## src/hdl/cpuPkg.sv

```systemverilog
`default_nettype none

package cpuPkg;

    localparam int wordSize = 16;

    // Opcodes in instruction bits [15:12]
    localparam logic [3:0] opBne = 4'd0;
    localparam logic [3:0] opBeq = 4'd1;
    localparam logic [3:0] opAdi = 4'd4;
    localparam logic [3:0] opLhi = 4'd6;
    localparam logic [3:0] opLwd = 4'd7;
    localparam logic [3:0] opSwd = 4'd8;
    localparam logic [3:0] opJmp = 4'd9;
    localparam logic [3:0] opRType = 4'd15;

    // R-type function field, bits [5:0]
    localparam logic [5:0] funcAdd = 6'd0;
    localparam logic [5:0] funcSub = 6'd1;
    localparam logic [5:0] funcAnd = 6'd2;
    localparam logic [5:0] funcOrr = 6'd3;
    localparam logic [5:0] funcWwd = 6'd28;
    localparam logic [5:0] funcHlt = 6'd29;

    localparam int ctrlWidth = 10;

    // Writeback group
    localparam int ctlWwd = 0;
    localparam int ctlRegWrite = 1;
    localparam int ctlMemToReg = 2;
    localparam int ctlHalt = 3;
    // Memory group
    localparam int ctlMemWrite = 4;
    localparam int ctlMemRead = 5;
    // Execute group
    localparam int ctlIsBranch = 6;
    localparam int ctlAluSrc = 7;
    localparam int ctlIsAlu = 8;
    localparam int ctlIsJump = 9;

    // Operand source for execute
    localparam logic [1:0] fwdNone = 2'd0;
    localparam logic [1:0] fwdMem = 2'd1;
    localparam logic [1:0] fwdWb = 2'd2;

endpackage

`default_nettype wire

```

## src/hdl/controlUnit.sv

```systemverilog
`default_nettype none

module controlUnit (
    input  wire [cpuPkg::wordSize-1:0]   instruction,
    output logic [cpuPkg::ctrlWidth-1:0] controls
);

    logic [3:0] opcode;
    logic [5:0] func;

    assign opcode = instruction[15:12];
    assign func = instruction[5:0];

    always_comb begin
        controls = '0;
        case (opcode)
            cpuPkg::opRType: begin
                case (func)
                    cpuPkg::funcAdd, cpuPkg::funcSub, cpuPkg::funcAnd, cpuPkg::funcOrr: begin
                        controls[cpuPkg::ctlRegWrite] = 1'b1;
                        controls[cpuPkg::ctlIsAlu] = 1'b1;
                    end
                    cpuPkg::funcWwd: begin
                        // rs goes through the ALU unchanged
                        controls[cpuPkg::ctlWwd] = 1'b1;
                        controls[cpuPkg::ctlIsAlu] = 1'b1;
                    end
                    cpuPkg::funcHlt: begin
                        controls[cpuPkg::ctlHalt] = 1'b1;
                    end
                    default: controls = '0;
                endcase
            end
            cpuPkg::opAdi: begin
                controls[cpuPkg::ctlRegWrite] = 1'b1;
                controls[cpuPkg::ctlAluSrc] = 1'b1;
                controls[cpuPkg::ctlIsAlu] = 1'b1;
            end
            cpuPkg::opLhi: begin
                controls[cpuPkg::ctlRegWrite] = 1'b1;
            end
            cpuPkg::opLwd: begin
                controls[cpuPkg::ctlRegWrite] = 1'b1;
                controls[cpuPkg::ctlMemToReg] = 1'b1;
                controls[cpuPkg::ctlMemRead] = 1'b1;
                controls[cpuPkg::ctlAluSrc] = 1'b1;
                controls[cpuPkg::ctlIsAlu] = 1'b1;
            end
            cpuPkg::opSwd: begin
                controls[cpuPkg::ctlMemWrite] = 1'b1;
                controls[cpuPkg::ctlAluSrc] = 1'b1;
                controls[cpuPkg::ctlIsAlu] = 1'b1;
            end
            cpuPkg::opBne, cpuPkg::opBeq: begin
                controls[cpuPkg::ctlIsBranch] = 1'b1;
                controls[cpuPkg::ctlIsAlu] = 1'b1;
            end
            cpuPkg::opJmp: begin
                controls[cpuPkg::ctlIsJump] = 1'b1;
            end
            default: controls = '0;
        endcase
    end

endmodule

`default_nettype wire

```

## src/hdl/registerFile.sv

```systemverilog
`default_nettype none

module registerFile (
    input  wire                         Clk,
    input  wire                         arstN,
    input  wire [1:0]                   readAddr1,
    input  wire [1:0]                   readAddr2,
    input  wire [1:0]                   writeAddr,
    input  wire [cpuPkg::wordSize-1:0]  writeData,
    input  wire                         writeEnable,
    output logic [cpuPkg::wordSize-1:0] readData1,
    output logic [cpuPkg::wordSize-1:0] readData2
);

    logic [cpuPkg::wordSize-1:0] regs [4];

    always_ff @(posedge Clk or negedge arstN) begin
        if (!arstN) begin
            for (int i = 0; i < 4; i++) begin
                regs[i] <= '0;
            end
        end else if (writeEnable) begin
            regs[writeAddr] <= writeData;
        end
    end

    // Writeback value bypasses to decode in the same cycle
    assign readData1 = (writeEnable && writeAddr == readAddr1) ? writeData : regs[readAddr1];
    assign readData2 = (writeEnable && writeAddr == readAddr2) ? writeData : regs[readAddr2];

endmodule

`default_nettype wire

```

## src/hdl/alu.sv

```systemverilog
`default_nettype none

module alu (
    input  wire [3:0]                   opcode,
    input  wire [5:0]                   func,
    input  wire [cpuPkg::wordSize-1:0]  operandA,
    input  wire [cpuPkg::wordSize-1:0]  operandB,
    output logic [cpuPkg::wordSize-1:0] result,
    output logic                        branchTaken
);

    logic equal;

    assign equal = (operandA == operandB);

    always_comb begin
        case (opcode)
            // Address and immediate add
            cpuPkg::opAdi, cpuPkg::opLwd, cpuPkg::opSwd: result = operandA + operandB;
            cpuPkg::opRType: begin
                case (func)
                    cpuPkg::funcAdd: result = operandA + operandB;
                    cpuPkg::funcSub: result = operandA - operandB;
                    cpuPkg::funcAnd: result = operandA & operandB;
                    cpuPkg::funcOrr: result = operandA | operandB;
                    cpuPkg::funcWwd: result = operandA;
                    default: result = '0;
                endcase
            end
            default: result = '0;
        endcase
    end

    always_comb begin
        case (opcode)
            cpuPkg::opBne: branchTaken = !equal;
            cpuPkg::opBeq: branchTaken = equal;
            default: branchTaken = 1'b0;
        endcase
    end

endmodule

`default_nettype wire

```

## src/hdl/hazardUnit.sv

```systemverilog
`default_nettype none

module hazardUnit (
    input  wire [1:0]  decodeRs,
    input  wire [1:0]  decodeRt,
    input  wire        decodeUsesRs,
    input  wire        decodeUsesRt,
    input  wire [1:0]  execRs,
    input  wire [1:0]  execRt,
    input  wire [1:0]  execRd,
    input  wire        execMemRead,
    input  wire [1:0]  memRd,
    input  wire        memRegWrite,
    input  wire [1:0]  wbRd,
    input  wire        wbRegWrite,
    output logic [1:0] forwardA,
    output logic [1:0] forwardB,
    output logic       stall
);

    // Memory stage holds the newer value, so it wins
    always_comb begin
        if (memRegWrite && memRd == execRs) begin
            forwardA = cpuPkg::fwdMem;
        end else if (wbRegWrite && wbRd == execRs) begin
            forwardA = cpuPkg::fwdWb;
        end else begin
            forwardA = cpuPkg::fwdNone;
        end

        if (memRegWrite && memRd == execRt) begin
            forwardB = cpuPkg::fwdMem;
        end else if (wbRegWrite && wbRd == execRt) begin
            forwardB = cpuPkg::fwdWb;
        end else begin
            forwardB = cpuPkg::fwdNone;
        end
    end

    // Load data is not ready until writeback
    assign stall = execMemRead &&
                   ((decodeUsesRs && decodeRs == execRd) || (decodeUsesRt && decodeRt == execRd));

endmodule

`default_nettype wire

```

## src/hdl/datapath.sv

```systemverilog
`default_nettype none

module datapath #(
    parameter logic [cpuPkg::wordSize-1:0] resetPc = '0
) (
    input  wire                          Clk,
    input  wire                          arstN,
    input  wire [cpuPkg::ctrlWidth-1:0]  controls,
    output logic [cpuPkg::wordSize-1:0]  fetchedInstr,
    output logic                         readM1,
    output logic [cpuPkg::wordSize-1:0]  address1,
    input  wire [cpuPkg::wordSize-1:0]   data1,
    output logic                         readM2,
    output logic                         writeM2,
    output logic [cpuPkg::wordSize-1:0]  address2,
    output logic [cpuPkg::wordSize-1:0]  writeData2,
    input  wire [cpuPkg::wordSize-1:0]   readData2,
    output logic [cpuPkg::wordSize-1:0]  outputPort,
    output logic                         wwdStrobe,
    output logic [cpuPkg::wordSize-1:0]  numInst,
    output logic                         isHalted
);

    localparam int dw = cpuPkg::wordSize;

    logic [dw-1:0] pc;

    logic ifidBubble;
    logic [dw-1:0] ifidPc;
    logic [dw-1:0] ifidInstr;

    logic idexBubble;
    logic [cpuPkg::ctrlWidth-1:0] idexCtl;
    logic [dw-1:0] idexPc;
    logic [dw-1:0] idexInstr;
    logic [dw-1:0] idexRsData;
    logic [dw-1:0] idexRtData;
    logic [1:0] idexRd;

    logic exmemBubble;
    logic [cpuPkg::ctrlWidth-1:0] exmemCtl;
    logic [dw-1:0] exmemResult;
    logic [dw-1:0] exmemStoreData;
    logic [1:0] exmemRd;

    logic memwbBubble;
    logic [cpuPkg::ctrlWidth-1:0] memwbCtl;
    logic [dw-1:0] memwbResult;
    logic [dw-1:0] memwbMemData;
    logic [1:0] memwbRd;

    logic [3:0] idOpcode;
    logic [5:0] idFunc;
    logic idIsRType;
    logic usesRs;
    logic usesRt;
    logic [1:0] idDest;
    logic [dw-1:0] rsData;
    logic [dw-1:0] rtData;

    logic [dw-1:0] exImm;
    logic [1:0] forwardA;
    logic [1:0] forwardB;
    logic [dw-1:0] fwdRs;
    logic [dw-1:0] fwdRt;
    logic [dw-1:0] aluB;
    logic [dw-1:0] aluResult;
    logic [dw-1:0] exResult;
    logic [dw-1:0] branchTarget;
    logic [dw-1:0] jumpTarget;
    logic branchTaken;
    logic flush;
    logic drain;
    logic stall;
    logic [dw-1:0] wbData;

    // Decode
    assign idOpcode = ifidInstr[15:12];
    assign idFunc = ifidInstr[5:0];
    assign idIsRType = (idOpcode == cpuPkg::opRType);
    assign idDest = idIsRType ? ifidInstr[7:6] : ifidInstr[9:8];
    assign usesRs = !ifidBubble && idOpcode != cpuPkg::opJmp && idOpcode != cpuPkg::opLhi &&
                    !(idIsRType && idFunc == cpuPkg::funcHlt);
    assign usesRt = !ifidBubble &&
                    (idOpcode inside {cpuPkg::opSwd, cpuPkg::opBne, cpuPkg::opBeq} ||
                     (idIsRType && idFunc inside {cpuPkg::funcAdd, cpuPkg::funcSub,
                                                  cpuPkg::funcAnd, cpuPkg::funcOrr}));

    registerFile uRegs (
        .Clk        (Clk),
        .arstN      (arstN),
        .readAddr1  (ifidInstr[11:10]),
        .readAddr2  (ifidInstr[9:8]),
        .writeAddr  (memwbRd),
        .writeData  (wbData),
        .writeEnable(memwbCtl[cpuPkg::ctlRegWrite]),
        .readData1  (rsData),
        .readData2  (rtData)
    );

    hazardUnit uHazard (
        .decodeRs    (ifidInstr[11:10]),
        .decodeRt    (ifidInstr[9:8]),
        .decodeUsesRs(usesRs),
        .decodeUsesRt(usesRt),
        .execRs      (idexInstr[11:10]),
        .execRt      (idexInstr[9:8]),
        .execRd      (idexRd),
        .execMemRead (idexCtl[cpuPkg::ctlMemRead]),
        .memRd       (exmemRd),
        .memRegWrite (exmemCtl[cpuPkg::ctlRegWrite]),
        .wbRd        (memwbRd),
        .wbRegWrite  (memwbCtl[cpuPkg::ctlRegWrite]),
        .forwardA    (forwardA),
        .forwardB    (forwardB),
        .stall       (stall)
    );

    // Execute
    assign exImm = {{(dw - 8){idexInstr[7]}}, idexInstr[7:0]};
    assign fwdRs = (forwardA == cpuPkg::fwdMem) ? exmemResult :
                   (forwardA == cpuPkg::fwdWb) ? wbData : idexRsData;
    assign fwdRt = (forwardB == cpuPkg::fwdMem) ? exmemResult :
                   (forwardB == cpuPkg::fwdWb) ? wbData : idexRtData;
    assign aluB = idexCtl[cpuPkg::ctlAluSrc] ? exImm : fwdRt;

    alu uAlu (
        .opcode     (idexInstr[15:12]),
        .func       (idexInstr[5:0]),
        .operandA   (fwdRs),
        .operandB   (aluB),
        .result     (aluResult),
        .branchTaken(branchTaken)
    );

    // LHI is the only writer that bypasses the ALU
    assign exResult = idexCtl[cpuPkg::ctlIsAlu] ? aluResult : {idexInstr[7:0], 8'h00};
    assign branchTarget = idexPc + dw'(1) + exImm;
    assign jumpTarget = {idexPc[dw-1:12], idexInstr[11:0]};
    assign flush = idexCtl[cpuPkg::ctlIsJump] || (idexCtl[cpuPkg::ctlIsBranch] && branchTaken);
    // Nothing behind a HLT may proceed
    assign drain = idexCtl[cpuPkg::ctlHalt] || exmemCtl[cpuPkg::ctlHalt] ||
                   memwbCtl[cpuPkg::ctlHalt];

    assign wbData = memwbCtl[cpuPkg::ctlMemToReg] ? memwbMemData : memwbResult;

    assign readM1 = !isHalted;
    assign address1 = pc;
    assign fetchedInstr = ifidInstr;
    assign readM2 = exmemCtl[cpuPkg::ctlMemRead];
    assign writeM2 = exmemCtl[cpuPkg::ctlMemWrite];
    assign address2 = exmemResult;
    assign writeData2 = exmemStoreData;

    always_ff @(posedge Clk or negedge arstN) begin
        if (!arstN) begin
            pc <= resetPc;
            ifidBubble <= 1'b1;
            idexBubble <= 1'b1;
            exmemBubble <= 1'b1;
            memwbBubble <= 1'b1;
            idexCtl <= '0;
            exmemCtl <= '0;
            memwbCtl <= '0;
            numInst <= '0;
            outputPort <= '0;
            wwdStrobe <= 1'b0;
            isHalted <= 1'b0;
        end else if (!isHalted) begin
            if (flush) begin
                pc <= idexCtl[cpuPkg::ctlIsJump] ? jumpTarget : branchTarget;
            end else if (!drain && !stall) begin
                pc <= pc + dw'(1);
            end

            if (flush || drain) begin
                ifidBubble <= 1'b1;
            end else if (!stall) begin
                ifidBubble <= 1'b0;
            end

            if (ifidBubble || stall || flush || drain) begin
                idexBubble <= 1'b1;
                idexCtl <= '0;
            end else begin
                idexBubble <= 1'b0;
                idexCtl <= controls;
            end

            exmemBubble <= idexBubble;
            exmemCtl <= idexCtl;
            memwbBubble <= exmemBubble;
            memwbCtl <= exmemCtl;

            // Retire
            wwdStrobe <= !memwbBubble && memwbCtl[cpuPkg::ctlWwd];
            if (!memwbBubble) begin
                numInst <= numInst + dw'(1);
                if (memwbCtl[cpuPkg::ctlWwd]) begin
                    outputPort <= memwbResult;
                end
                if (memwbCtl[cpuPkg::ctlHalt]) begin
                    isHalted <= 1'b1;
                end
            end
        end
    end

    always_ff @(posedge Clk) begin
        if (!isHalted) begin
            if (!stall) begin
                ifidPc <= pc;
                ifidInstr <= data1;
            end
            idexPc <= ifidPc;
            idexInstr <= ifidInstr;
            idexRsData <= rsData;
            idexRtData <= rtData;
            idexRd <= idDest;
            exmemResult <= exResult;
            exmemStoreData <= fwdRt;
            exmemRd <= idexRd;
            memwbResult <= exmemResult;
            memwbMemData <= readData2;
            memwbRd <= exmemRd;
        end
    end

endmodule

`default_nettype wire

```

## src/hdl/cpuTop.sv

```systemverilog
`default_nettype none

module cpuTop #(
    parameter logic [cpuPkg::wordSize-1:0] resetPc = '0
) (
    input  wire                          Clk,
    input  wire                          arstN,
    output logic                         readM1,
    output logic [cpuPkg::wordSize-1:0]  address1,
    input  wire [cpuPkg::wordSize-1:0]   data1,
    output logic                         readM2,
    output logic                         writeM2,
    output logic [cpuPkg::wordSize-1:0]  address2,
    output logic [cpuPkg::wordSize-1:0]  writeData2,
    input  wire [cpuPkg::wordSize-1:0]   readData2,
    output logic [cpuPkg::wordSize-1:0]  outputPort,
    output logic                         wwdStrobe,
    output logic [cpuPkg::wordSize-1:0]  numInst,
    output logic                         isHalted
);

    logic [cpuPkg::wordSize-1:0] fetchedInstr;
    logic [cpuPkg::ctrlWidth-1:0] controls;

    controlUnit uControl (
        .instruction(fetchedInstr),
        .controls   (controls)
    );

    datapath #(
        .resetPc(resetPc)
    ) uDatapath (
        .Clk         (Clk),
        .arstN       (arstN),
        .controls    (controls),
        .fetchedInstr(fetchedInstr),
        .readM1      (readM1),
        .address1    (address1),
        .data1       (data1),
        .readM2      (readM2),
        .writeM2     (writeM2),
        .address2    (address2),
        .writeData2  (writeData2),
        .readData2   (readData2),
        .outputPort  (outputPort),
        .wwdStrobe   (wwdStrobe),
        .numInst     (numInst),
        .isHalted    (isHalted)
    );

endmodule

`default_nettype wire

```

## config.mk

```make
export PLATFORM = sky130hd
export DESIGN_NAME = cpuTop
export DESIGN_NICKNAME = d
export VERILOG_FILES = /design/src/hdl/cpuPkg.sv /design/src/hdl/controlUnit.sv /design/src/hdl/registerFile.sv /design/src/hdl/alu.sv /design/src/hdl/hazardUnit.sv /design/src/hdl/datapath.sv /design/src/hdl/cpuTop.sv
export SDC_FILE = /design/constraint.sdc
export NUM_CORES = 1
export LEC_CHECK = 0
export ABC_AREA = 1
export ABC_CLOCK_PERIOD_IN_PS = 5540
export BUFFER_PORTS_ARGS = -buffer_cell sky130_fd_sc_hd__buf_4
export CAP_MARGIN = 40
export CORE_MARGIN = 3
export CORE_UTILIZATION = 45
export DETAILED_ROUTE_END_ITERATION = 6
export PLACE_DENSITY_LB_ADDON = 0.3
export RECOVER_POWER = 50
export SYNTH_ARGS = -nofsm -noshare
export SYNTH_HDL_FRONTEND = slang
export SYNTH_SLANG_ARGS = --single-unit
```

## constraint.sdc

```tcl
create_clock -name Clk -period 5.54 [get_ports Clk]
set_clock_uncertainty 0.2 [all_clocks]
set_input_delay 0.554 -clock Clk [delete_from_list [all_inputs] [get_ports Clk]]
set_output_delay 0.554 -clock Clk [all_outputs]
set_load 0.1 [all_outputs]
```

==> impl_metrics.env, run 1 <==
export IMPL_status="complete, but fails checks"
export IMPL_violations="capacitance limit, slew limit"
export IMPL_grt_start_max_net_pins=86
export IMPL_crit_path_cell_trace="o21ai_0 > a21oi_1 > nand2_2 > inv_1 > nor2_1 > nand2_1 > nand3_1 > nand2_1 > o21ai_1 > inv_1 > ha_1 > nor2_4 > nand2_1 > nor2_4 > nand2_1 > nand2_1 > nand3_2 > nand2_4 > nand2_2 > nand2_4 > inv_2 > nand2_1 > nand2_1"
export IMPL_grt_ovfl_total=0
export IMPL_max_cap_violations=6
export IMPL_peakVddDrop_mv=0.542
export IMPL_ctsHtreeMaxLevel=2
export IMPL_rsz0062_at_grt="no"
export IMPL_antenna_found_initial=0
export IMPL_post_cts_buffers=0
export IMPL_synth_top_area_share=0.285
export IMPL_grt_pass1_wl_microns=82100
export IMPL_io_pin_count=119
export IMPL_cp_top_family="simple AND/OR/NAND/NOR gates"
export IMPL_fmax_mhz=217
export IMPL_ys_ff_latch=302
export IMPL_dp_cells=2677
export IMPL_layout_cells_non_filler=2772
export IMPL_grt_pass1_vias=14637
export IMPL_finalMaxSlewViolations=259
export IMPL_synth_cells=2104
export IMPL_synth_largest_area_cell="edfxtp_1"
export IMPL_wl_per_cell_microns=18.9
export IMPL_worstPathMaxFanout=21
export IMPL_critPathArrivalTime_ns=4.83
export IMPL_vias=14988
export IMPL_reg2reg_from="uDatapath.idexInstr[8]$_DFFE_PN_"
export IMPL_dieArea_sq_mm=0.0413
export IMPL_path_common_cell="nand2_1"
export IMPL_drive_above_1_share=0.111
export IMPL_synth_edf_count=166
export IMPL_nNetsFinal=2339
export IMPL_hp_start="uDatapath.ifidPc[3]$_DFFE_PP_"
export IMPL_cts_tree="yes"
export IMPL_fillerInstances=3602
export IMPL_clock_latency_ns=0.55
export IMPL_synth_nets=2208
export IMPL_cts_clk_slew_worst_paths_ns=0.06
export IMPL_reg2reg_to="uDatapath.address1[12]$_DFFE_PN0P_"
export IMPL_endpoint_kind="flop"
export IMPL_grt_use_total=0.253
export IMPL_drt_total_wl_microns=52300
export IMPL_hold_class="reg2reg"
export IMPL_rrSetupSlack_ns=0.93
export IMPL_hpwl_microns=37700
export IMPL_regMostFlops="uDatapath.uRegs.regs"
export IMPL_start_kind="flop"
export IMPL_hold_end="uDatapath.idexPc[3]$_DFFE_PN_"
export IMPL_regArea_sq_mm=0.00839
export IMPL_clkSinkCount=302
export IMPL_tightestPinTransition_ns=2.22
export IMPL_ys_types=52
export IMPL_antenna_cells=0
export IMPL_period_share=0.832
export IMPL_path_buf_inv=3
export IMPL_portBuffers=118
export IMPL_syn_area_sq_mm=0.0175
export IMPL_powerDensity_mw_per_mm2=472
export IMPL_ys_seq_area_frac=0.479
export IMPL_fin_crit_ns=4.61
export IMPL_avgSynthCellArea_sq_um=8.32
export IMPL_dieHeight_microns=203
export IMPL_max_stage_delay_ns=0.63
export IMPL_place_gp_congestion=0.951
export IMPL_setup_tns_ns=0
export IMPL_worstSetupPathType="reg2reg"
export IMPL_drtAntennaViolNets=0
export IMPL_floorplan_initialDensity=0.460
export IMPL_die_w_microns=203
export IMPL_synth_flop_cell="edfxtp_1"
export IMPL_num_rows=71
export IMPL_design_core_area_sq_mm=0.0380
export IMPL_route_detailed_drc=0
export IMPL_multi_input_area_sq_mm=0.00762
export IMPL_yosysMostFrequentCell="nand2_1"
export IMPL_ys_top_cells_by_area="edfxtp_1 (28%), dfrtp_1 (19%), nand2_1 (11%), inv_1 (5.4%), ha_1 (4.8%)"
export IMPL_dr_pass1_iters=6
export IMPL_area_growth_pct=14.6
export IMPL_cts_max_path_buffers=3
export IMPL_crit_required_ns=5.76
export IMPL_async_flop_share=0.450
export IMPL_numCtsBuffers=34
export IMPL_min_path_cells=0
export IMPL_yosys_top_cells_count="nand2_1 (501), inv_1 (252), nor2_1 (179), edfxtp_1 (166), a21oi_1 (162)"
export IMPL_root_buffer="clkbuf_16"
export IMPL_largest_reg_flops=64
export IMPL_reg2reg_depth=23
export IMPL_max_slew_margin_rel=-0.481
export IMPL_setup_viol=0
export IMPL_hold_viol=0
export IMPL_leakage_nw=9.23
export IMPL_first_iter_violations=1344
export IMPL_yosysWarnings=0
export IMPL_via_per_inst=5.41
export IMPL_slowest_stage="nor2_1"
[where the power goes]
part	internal (mW)	switching [mW]	total [mW]	leakage, nW
combinational	1.05	2.81	3.86	5.15
clock	1.31	0.919	2.23	0.542
sequential	2.98	0.394	3.37	3.54
[layout by cell type (no fill, tap or decap), drive strengths merged]
| cell | instances |
|---|---|
| a31oi | 33 |
| dfrtp | 132 |
| clkbuf | 116 |
| dfstp | 4 |
| inv | 266 |
| bufinv | 1 |
| or2 | 9 |
| dlygate4sd3 | 33 |
| edfxtp | 166 |
| nor2 | 192 |
| a2bb2oi | 1 |
| o21bai | 10 |
| a21oi | 167 |
| o22ai | 9 |
| nor3 | 20 |
| a211oi | 1 |
| nand3 | 136 |
| nand3b | 3 |
| clkinvlp | 1 |
| clkinv | 12 |
| xnor2 | 10 |
| mux2 | 5 |
| o221ai | 1 |
| nor3b | 3 |
| nand2 | 518 |
| fa | 3 |
| and2 | 1 |
| ha | 67 |
| o21ai | 177 |
| o21a | 19 |
| nand4 | 19 |
| xor2 | 26 |
| buf | 78 |
| o211ai | 19 |
| nor4 | 3 |
[per-stage QoR]
| step | setup WS (ns) | util | hold WS [ns] | total power, mW | cell area [sq um] |
|---|---|---|---|---|---|
| after detailed placement | 1.02 | 0.496 | 0.183 | 7.26 | 18900 |
| after CTS | 0.977 | 0.534 | 0.185 | 9.53 | 20300 |
| after floorplan | 1.27 | - | 0.0584 | 6.25 | 17500 |
| after global placement | 1.07 | 0.494 | 0.201 | 7.21 | 18800 |
| final | 0.930 | 0.528 | 0.214 | 9.46 | 20100 |
| after global routing | 0.460 | 0.528 | 0.229 | 10.0 | 20100 |
[final cells by class]
class                      instances  share of cell area
timing repair buffer             178              0.0641
clock inverter                    13             0.00505
multi-input combinational       1452               0.380
inverter                         267              0.0505
sequential                       302               0.418
clock buffer                      49              0.0499
tap                              511              0.0319
[worst max path at each step]
stage          slack (ns)                              from                             endpoint  cells after the start
2_1_floorplan        1.27      uDatapath.isHalted$_DFF_PN0_  uDatapath.address2[0]$_SDFFCE_PN0N_                      2
3_3_place_gp         1.07  uDatapath.idexInstr[8]$_DFFE_PN_    uDatapath.address1[8]$_DFFE_PN0P_                     23
3_5_place_dp         1.02    uDatapath.memwbRd[1]$_DFFE_PN_   uDatapath.address1[12]$_DFFE_PN0P_                     23
4_1_cts              0.98    uDatapath.memwbRd[1]$_DFFE_PN_   uDatapath.address1[12]$_DFFE_PN0P_                     23
5_1_grt              0.46  uDatapath.idexInstr[8]$_DFFE_PN_   uDatapath.address1[13]$_DFFE_PN0P_                     23
6_report             0.93  uDatapath.idexInstr[8]$_DFFE_PN_   uDatapath.address1[12]$_DFFE_PN0P_                     23
[metal layers]
metal / part of all wire / vias to the layer above / GRT usage
li1: - / 7228 / -
met1: 0.44 / 7077 / 0.345
met2: 0.46 / 604 / 0.416
met3: 0.070 / 79 / 0.0386
met4: 0.029 / 0 / 0.0846
met5: 0 / - / 0
[worst reg2reg max path: stages (launching register included)]
cell,delay [ns]
edfxtp_1,0.53
o21ai_0,0.22
a21oi_1,0.07
nand2_2,0.27
inv_1,0.11
nor2_1,0.63
nand2_1,0.10
nand3_1,0.14
nand2_1,0.06
o21ai_1,0.16
inv_1,0.08
ha_1,0.43
nor2_4,0.17
nand2_1,0.11
nor2_4,0.13
nand2_1,0.07
nand2_1,0.09
nand3_2,0.11
nand2_4,0.18
nand2_2,0.11
nand2_4,0.25
inv_2,0.15
nand2_1,0.08
nand2_1,0.06
[timing repair]
item / 4_1_cts / 5_1_grt
gates resized for setup: 0 / 0
endpoints found under the hold margin: 125 / 0
hold buffers: 33 / 0
[kinds of logic after synthesis]
| kind of cell | after synthesis | share of synthesized area |
|---|---|---|
| muxes | 5 | 0.00322 |
| AOI/OAI and AO/OA | 437 | 0.140 |
| adders and majority gates | 70 | 0.0513 |
| and+or+nand+nor | 904 | 0.224 |
| buffers and inverters | 350 | 0.0838 |
| DFF | 302 | 0.479 |
| xor gates and xnor gates | 36 | 0.0180 |
(Power assumes the default switching activity.)
==> run 2, diff against run 1 <==
ABC_CLOCK_PERIOD_IN_PS = 4700   (was 5540)
clock period = 4.7 ns   (was 5.54 ns; I/O delays follow)
==> run 2 against run 1 <==
Compared with the run above: the flow still finishes with violations (capacitance limit, slew limit); final area is 0.78% higher; non-clock buffer count is 8 higher; worst setup slack worse by 0.46 ns; via count is 1.9% higher; total power is 18% higher; largest cell class unchanged.
==> impl_metrics.env, run 2 (same netlist as run 1, synthesis figures left out) <==
export IMPL_seqPwrFrac=0.354
export IMPL_endpoint_kind="flop"
export IMPL_hold_class="reg2reg"
export IMPL_regMostFlops="uDatapath.uRegs.regs"
export IMPL_switchingPower_mw=4.84
export IMPL_nNetsFinal=2348
export IMPL_dr_pass1_iters=5
export IMPL_io_pin_count=119
export IMPL_via_per_inst=5.49
export IMPL_cts_resized=0
export IMPL_fillerInstances=3539
export IMPL_dieHeight_microns=203
export IMPL_rsz0062_at_grt="no"
export IMPL_vias=15266
export IMPL_cts_clk_slew_worst_paths_ns=0.06
export IMPL_max_slew_margin_rel=-0.190
export IMPL_power_frac_clock=0.240
export IMPL_fmax_mhz=236
export IMPL_grt_pass1_wl_microns=81800
export IMPL_antenna_found_initial=1
export IMPL_die_w_microns=203
export IMPL_finalMaxSlewViolations=193
export IMPL_route_detailed_drc=0
export IMPL_met1_usage=0.347
export IMPL_drtAntennaViolNets=0
export IMPL_clkSinkCount=302
export IMPL_setup_viol=0
export IMPL_grt_start_max_net_pins=75
export IMPL_period_share=0.901
export IMPL_ctsHtreeMaxLevel=2
export IMPL_layout_cells_non_filler=2781
export IMPL_status="complete, but fails checks"
export IMPL_area_growth_pct=15.5
export IMPL_grt_use_total=0.253
export IMPL_grt_ovfl_total=0
export IMPL_grt_pass1_vias=14648
export IMPL_use_met3=0.0410
export IMPL_fin_crit_ns=4.23
export IMPL_placed_cell_area_sq_mm=0.0189
export IMPL_root_buffer="clkbuf_16"
export IMPL_design_area_sq_mm=0.0202
export IMPL_first_iter_violations=1551
export IMPL_pwr_share_comb=0.406
export IMPL_wl_per_cell_microns=18.9
export IMPL_final_common_cell="nand2_1"
export IMPL_num_rows=71
export IMPL_hpwl_microns=37400
export IMPL_netSwitchingFraction=0.432
export IMPL_start_kind="flop"
export IMPL_place_gp_congestion=0.952
export IMPL_hold_viol=0
export IMPL_powerDensity_mw_per_mm2=554
export IMPL_design_core_area_sq_mm=0.0380
export IMPL_clock_latency_ns=0.54
export IMPL_busiest_layer="met2"
export IMPL_grtUsageMet2=0.398
export IMPL_p_int_mw=6.36
export IMPL_dp_cells=2685
export IMPL_drive_above_1_share=0.117
export IMPL_crit_required_ns=4.92
export IMPL_cts_max_path_buffers=3
export IMPL_hold_ws_ns=0.216
export IMPL_drt_total_wl_microns=52600
export IMPL_peakVddDrop_mv=0.855
export IMPL_portBuffers=118
export IMPL_violations="capacitance limit, slew limit"
export IMPL_numCtsBuffers=35
export IMPL_leakage_nw=9.33
export IMPL_dieArea_sq_mm=0.0413
export IMPL_cts_tree="yes"
export IMPL_layout_common_cells="nand2_1 (502), inv_1 (252), nor2_1 (178)"
export IMPL_worstPathMaxFanout=21
export IMPL_tightestPinTransition_ns=1.78
export IMPL_max_cap_violations=5
export IMPL_critPathArrivalTime_ns=4.45
export IMPL_antenna_cells=0
export IMPL_setup_tns_ns=0
export IMPL_floorplan_initialDensity=0.460
export IMPL_largest_reg_flops=64
export IMPL_worstSetupPathType="reg2reg"
==> run 2: cell type report <==
class                   count  area [sq um]  area share
multi-input cells        1452          7620       0.377
clock inverters             5          30.0     0.00149
flip-flops and latches    302          8390       0.415
repair buffers            186          1410      0.0698
clock buffers              58          1110      0.0547
well taps                 511           639      0.0316
inverters                 267          1010      0.0501
==> run 2: final timing paths <==
kind	from	to	slack [ns]	cells past startpoint
setup / recovery	uDatapath.memwbRd[0]$_DFFE_PN_	uDatapath.address1[12]$_DFFE_PN0P_	0.47	21
hold / removal	uDatapath.ifidPc[10]$_DFFE_PP_	uDatapath.idexPc[10]$_DFFE_PN_	0.22	0
setup reg to reg	uDatapath.memwbRd[0]$_DFFE_PN_	uDatapath.address1[12]$_DFFE_PN0P_	0.47	21
hold reg to reg	uDatapath.ifidPc[10]$_DFFE_PP_	uDatapath.idexPc[10]$_DFFE_PN_	0.22	0
max in group asynchronous	arstN	uDatapath.address1[9]$_DFFE_PN0P_	0.83	4
min in group asynchronous	arstN	uDatapath.uRegs.regs[58]$_DFFE_PN0P_	0.54	2
==> run 2: per-stage QoR <==
stage / setup WS [ns] / power [mW] / util
floorplan: 0.435 / 7.37 / -
global placement: 0.589 / 8.46 / 0.496
detailed placement: 0.504 / 8.52 / 0.498
CTS: 0.483 / 11.3 / 0.536
global route: 0.0673 / 11.8 / 0.532
finish: 0.467 / 11.2 / 0.532
==> run 2: what timing repair did <==
| item | in CTS | in global routing |
|---|---|---|
| endpoints found under the hold margin | 117 | 0 |
| buffers inserted | 0 | 0 |
| hold buffers | 33 | 0 |
==> run 2: critical path, stage by stage, from the launching register on <==
cell,delay [ns]
edfxtp_1,0.50
nand2_1,0.21
o21ai_1,0.12
nand2_2,0.19
buf_4,0.22
nand2_1,0.08
o211ai_1,0.09
o21ai_0,0.15
o21ai_0,0.43
ha_1,0.42
nor2_2,0.16
nand2_1,0.11
nor2_4,0.15
nand2_1,0.07
nand2_1,0.09
nand3_2,0.10
nand2_4,0.19
nand2_2,0.11
nand2_4,0.25
inv_2,0.14
nand2_1,0.08
nand2_1,0.06
==> run 2: power by group through the flow <==
stage / Combinational (mW) / Sequential (mW) / Clock (mW)
floorplan: 2.39 / 4.98 / 0
global placement: 4.47 / 3.99 / 0
detailed placement: 4.52 / 4.01 / 0
CTS: 4.56 / 3.96 / 2.74
global route: 4.95 / 4.03 / 2.86
finish: 4.55 / 3.96 / 2.69
==> run 2: routing by layer <==
layer	vias up	wire [microns]
met5	-	7
met4	2	2270
met3	122	3940
met2	659	23800
met1	7232	22600
li1	7251	-
